**config.mk**
```make
export PLATFORM = sky130hd
export DESIGN_NAME = l2_store_merge
export DESIGN_NICKNAME = d
export VERILOG_FILES = /design/src/design/l2_pkg.sv /design/src/design/l2_store_merge.sv
export SDC_FILE = /design/constraint.sdc
export NUM_CORES = 1
export LEC_CHECK = 0
export BUFFER_PORTS_ARGS = -buffer_cell sky130_fd_sc_hd__clkbuf_2
export CAP_MARGIN = 30
export CORE_AREA = 8 8 648 650
export DETAILED_ROUTE_END_ITERATION = 12
export DIE_AREA = 0 0 656 658
export PLACE_DENSITY_LB_ADDON = 0.08
export SETUP_SLACK_MARGIN = 0.5
export SLEW_MARGIN = 20
export SYNTH_ARGS = -nofsm -noshare
export SYNTH_HDL_FRONTEND = slang
export SYNTH_SLANG_ARGS = --single-unit
```
**constraint.sdc**
```tcl
create_clock -name vclk -period 0.8
set_input_delay 0.16 -clock vclk [all_inputs]
set_output_delay 0.16 -clock vclk [all_outputs]
set_load 0.05 [all_outputs]
```
**src/design/l2_pkg.sv**
```systemverilog
// L2 cache shared definitions: line geometry, sizing, request and response packets, enums
`default_nettype none

package l2_pkg;

	// Line geometry, a line is sixteen 32-bit words
	localparam int CACHE_LINE_WORDS = 16;
	localparam int CACHE_LINE_BYTES = CACHE_LINE_WORDS * 4;
	localparam int CACHE_LINE_BITS = CACHE_LINE_WORDS * 32;

	// Store sizing, the line index sits right above the byte offset in the address
	localparam int L2_LINES = 256;
	localparam int L2_INDEX_WIDTH = 8;

	// Client sizing
	localparam int NUM_CORES = 2;
	localparam int CORE_ID_WIDTH = 1;
	localparam int REQ_ID_WIDTH = 2;

	// Request codes, the two upper codes are reserved and get swallowed
	typedef enum logic [1:0]
	{
		L2REQ_LOAD = 2'd0,
		L2REQ_STORE = 2'd1,
		L2REQ_RESERVED2 = 2'd2,
		L2REQ_RESERVED3 = 2'd3
	} l2req_type_t;

	// Acknowledge codes
	typedef enum logic
	{
		L2RSP_LOAD_ACK = 1'b0,
		L2RSP_STORE_ACK = 1'b1
	} l2rsp_type_t;

	// Which L1 the request came from
	typedef enum logic
	{
		CT_ICACHE = 1'b0,
		CT_DCACHE = 1'b1
	} cache_type_t;

	// Control FSM, the second state is the bubble while a store writes back
	typedef enum logic
	{
		L2_ACCEPT = 1'b0,
		L2_STORE_WRITE = 1'b1
	} l2_state_t;

	// Request from an L1, byte lane i of data pairs with store_mask bit i
	typedef struct packed
	{
		logic valid;
		logic [CORE_ID_WIDTH-1:0] core;
		logic [REQ_ID_WIDTH-1:0] id;
		l2req_type_t packet_type;
		cache_type_t cache_type;
		logic [31:0] address;
		logic [CACHE_LINE_BYTES-1:0] store_mask;
		logic [CACHE_LINE_BITS-1:0] data;
	} l2req_packet_t;

	// Response broadcast to all L1s, data is the line after the request was applied
	typedef struct packed
	{
		logic valid;
		logic [CORE_ID_WIDTH-1:0] core;
		logic [REQ_ID_WIDTH-1:0] id;
		l2rsp_type_t packet_type;
		cache_type_t cache_type;
		logic [31:0] address;
		logic [CACHE_LINE_BITS-1:0] data;
	} l2rsp_packet_t;

endpackage

`default_nettype wire

```
**src/design/l2_store_merge.sv**
```systemverilog
// Store merge: overlays masked store bytes on the old line and drives the write byte enables
`timescale 1ns/1ps
`default_nettype none

module l2_store_merge
	import l2_pkg::*;
(
	input wire l2req_packet_t stage_request,
	input wire logic [CACHE_LINE_BITS-1:0] read_line,
	output logic [CACHE_LINE_BITS-1:0] merged_line,
	output logic [CACHE_LINE_BYTES-1:0] byte_enable
);

	// Pick each byte lane from the store data or from the current line
	always_comb
	begin
		for (int i = 0; i < CACHE_LINE_BYTES; i++)
		begin
			if (stage_request.store_mask[i])
				merged_line[8 * i +: 8] = stage_request.data[8 * i +: 8];
			else
				merged_line[8 * i +: 8] = read_line[8 * i +: 8];
		end
	end

	// The line store only needs to touch the lanes the L1 actually wrote
	assign byte_enable = stage_request.store_mask;

endmodule

`default_nettype wire

```
==> impl_metrics.yaml <==
worst_setup_path:
  crit_chain: "clkbuf_16 > buf_12 > mux2_4 > clkbuf_16"
  critPathMaxFanout: 5
  crit_top_cell: "clkbuf_16"
  start_kind: "input port"
  path_buf_inv: 3
  cp.arrival_ns: 0.97
  end_kind: "primary output"
  worstSetupPathType: "in2out"
  path_delay_family: "buffers and inverters"
  crit_slowest_cell: "mux2_4"
  cp_data_required_time_ns: 0.64
  crit_start: "stage_request[572]"
  crit_path_end: "merged_line[480]"
  slowest_delay_ns: 0.33
  critical_path_depth: 4
power_and_ir_drop:
  pwr-share-seq_pct: 0
  intPower_mw: 13.8
  power.share.clock_pct: 0
  leakagePower_nw: 15.9
  max-vdd-ir-drop_mv: 0.344
  p_per_area_nw_per_um2: 783
  p_sw_share_pct: 49.4
  p_switching_mw: 13.5
  p_comb_share_pct: 100.0
floorplanning:
  die_w_um: 656
  start_util_pct: 1.70
  dieArea_um2: 432000
  die_h_um: 658
  rows: 235
  coreArea_um2: 409000
  ios: 1703
detailed_routing:
  vias_per_cell: 1.60
  dr.pass1.iters: 4
  drtIter0Drc: 221
  drcViolationCount: 0
  wl_per_cell_um: 15.0
  num_vias: 12600
  routed_wl_um: 118000
  ant_nets: 0
final_layout:
  nFillCells: 47600
  syn_to_final_growth_pct: 400
  seqCellArea_um2: 0
  seq_cell_count: 0
  post-route-util_pct: 8.53
  final_cells: 7869
  drive_above_1_share_pct: 100
  fin_nets: 3544
  nClkBuffers: 0
logic_synthesis:
  synth.most_common_cell: "mux2_2"
  postSynthCellCount: 640
  syn_nets: 1767
  yosys.area.top_type: "mux2_2"
  ys_top_cells_by_count: "mux2_2 (512), buf_4 (64), buf_6 (64)"
  synth_top_area_share_pct: 82.8
  yosysWarningCount: 0
  netlist_area_um2: 6970
  seq_area_frac_synth_pct: 0
  syn_avg_cell_area_um2: 10.9
  synthTopCellsByArea: "mux2_2 (83%), buf_6 (10%), buf_4 (6.9%)"
  yosysUniqueCellTypes: 3
sta:
  setup-violations-final: 568
  worstMarginPinSlew_ns: 0.276
  rsz0062_at_grt: "true"
  finalHoldViolations: 0
  min_period_ns: 1.13
  final.setup.tns_ns: -127.73
  hold_ws_ns: 0.611
  timing.final.crit_share_pct: 141
  worst_slack_ns: -0.328
  max_slew_margin_pct: 81.6
  slew_violations: 0
  fmax_mhz: 886
global_route:
  grt_pass1_wl_um: 150000
  grt_max_degree: 10
  overflow: 0
  grt_use_total_pct: 5.05
  grt_pass1_vias: 14500
  antenna_found_initial: 27
flow_run:
  cap_violations: 0
placed_design:
  dp_cells: 7753
  post-dp-hpwl_um: 109000
  numPortBuffers: 1664
  gp_congestion: 0.892
min_path:
  hold_class: "in2out"
status:
  violations: "negative setup slack"
  run_status: "finished, violations left"
-- routing by layer --
metal / wire [um] / track usage (%) / share of wire [%] / vias to the layer above
met5: 113 / 0 / 0.096 / -
met4: 1510 / 0.419 / 1.3 / 16
met3: 10800 / 2.03 / 9.2 / 70
met2: 69300 / 10.8 / 59 / 851
met1: 35900 / 4.46 / 31 / 5790
li1: - / - / - / 5890
-- cell usage in the layout (no fill, tap or decap) --
master / synthesis / final
clkbuf_2: 0 / 1008
mux2_4: 0 / 512
buf_8: 0 / 455
buf_12: 0 / 142
buf_6: 64 / 125
clkbuf_16: 0 / 115
buf_16: 0 / 42
clkbuf_8: 0 / 8
clkbuf_4: 0 / 8
diode_2: 0 / 3
-- what timing repair did --
item	in CTS	in global routing
setup endpoints to repair	576	576
cloned	44	4
resized for setup	1364	522
hold buffers	0	0
setup buffers	38	27
-- cell families after synthesis --
| family | count (synthesis) | share of synthesized area [%] |
|---|---|---|
| mux | 512 | 82.8 |
| buf+inv | 128 | 17.2 |
-- power by group through the flow --
stage	Clock, mW	Combinational [mW]	Sequential [mW]
final	0.000000514	27.3	0
after global routing	0	28.4	0
after CTS	0	26.3	0
after detailed placement	0	20.5	0
after global placement	0	20.7	0
after floorplan	0	13.5	0
-- per-stage QoR --
stage	power [mW]	area, um^2	setup WS [ns]
2_1_floorplan	13.5	10000	-0.0738
3_3_place_gp	20.7	25600	-0.450
3_5_place_dp	20.5	25600	-0.454
4_1_cts	26.3	33700	-0.348
5_1_grt	28.4	34800	-0.340
6_report	27.3	34800	-0.328
-- layout make-up --
class | instances | area, um^2 | area share, %
timing repair buffer | 1903 | 20300 | 58.3
multi-input combinational | 512 | 7690 | 22.1
tap | 5451 | 6820 | 19.6
antenna | 3 | 7.51 | 0.0215
-- worst min path at each step --
stage / slack [ns] / depth (start not counted) / from / to
floorplan: 0.43 / 1 / stage_request[512] / byte_enable[0]
global placement: 0.69 / 3 / stage_request[542] / byte_enable[30]
detailed placement: 0.69 / 3 / stage_request[534] / byte_enable[22]
CTS: 0.66 / 3 / stage_request[534] / byte_enable[22]
global route: 0.62 / 3 / stage_request[534] / byte_enable[22]
finish: 0.61 / 3 / stage_request[534] / byte_enable[22]
Power figures use the tool's default switching activity.
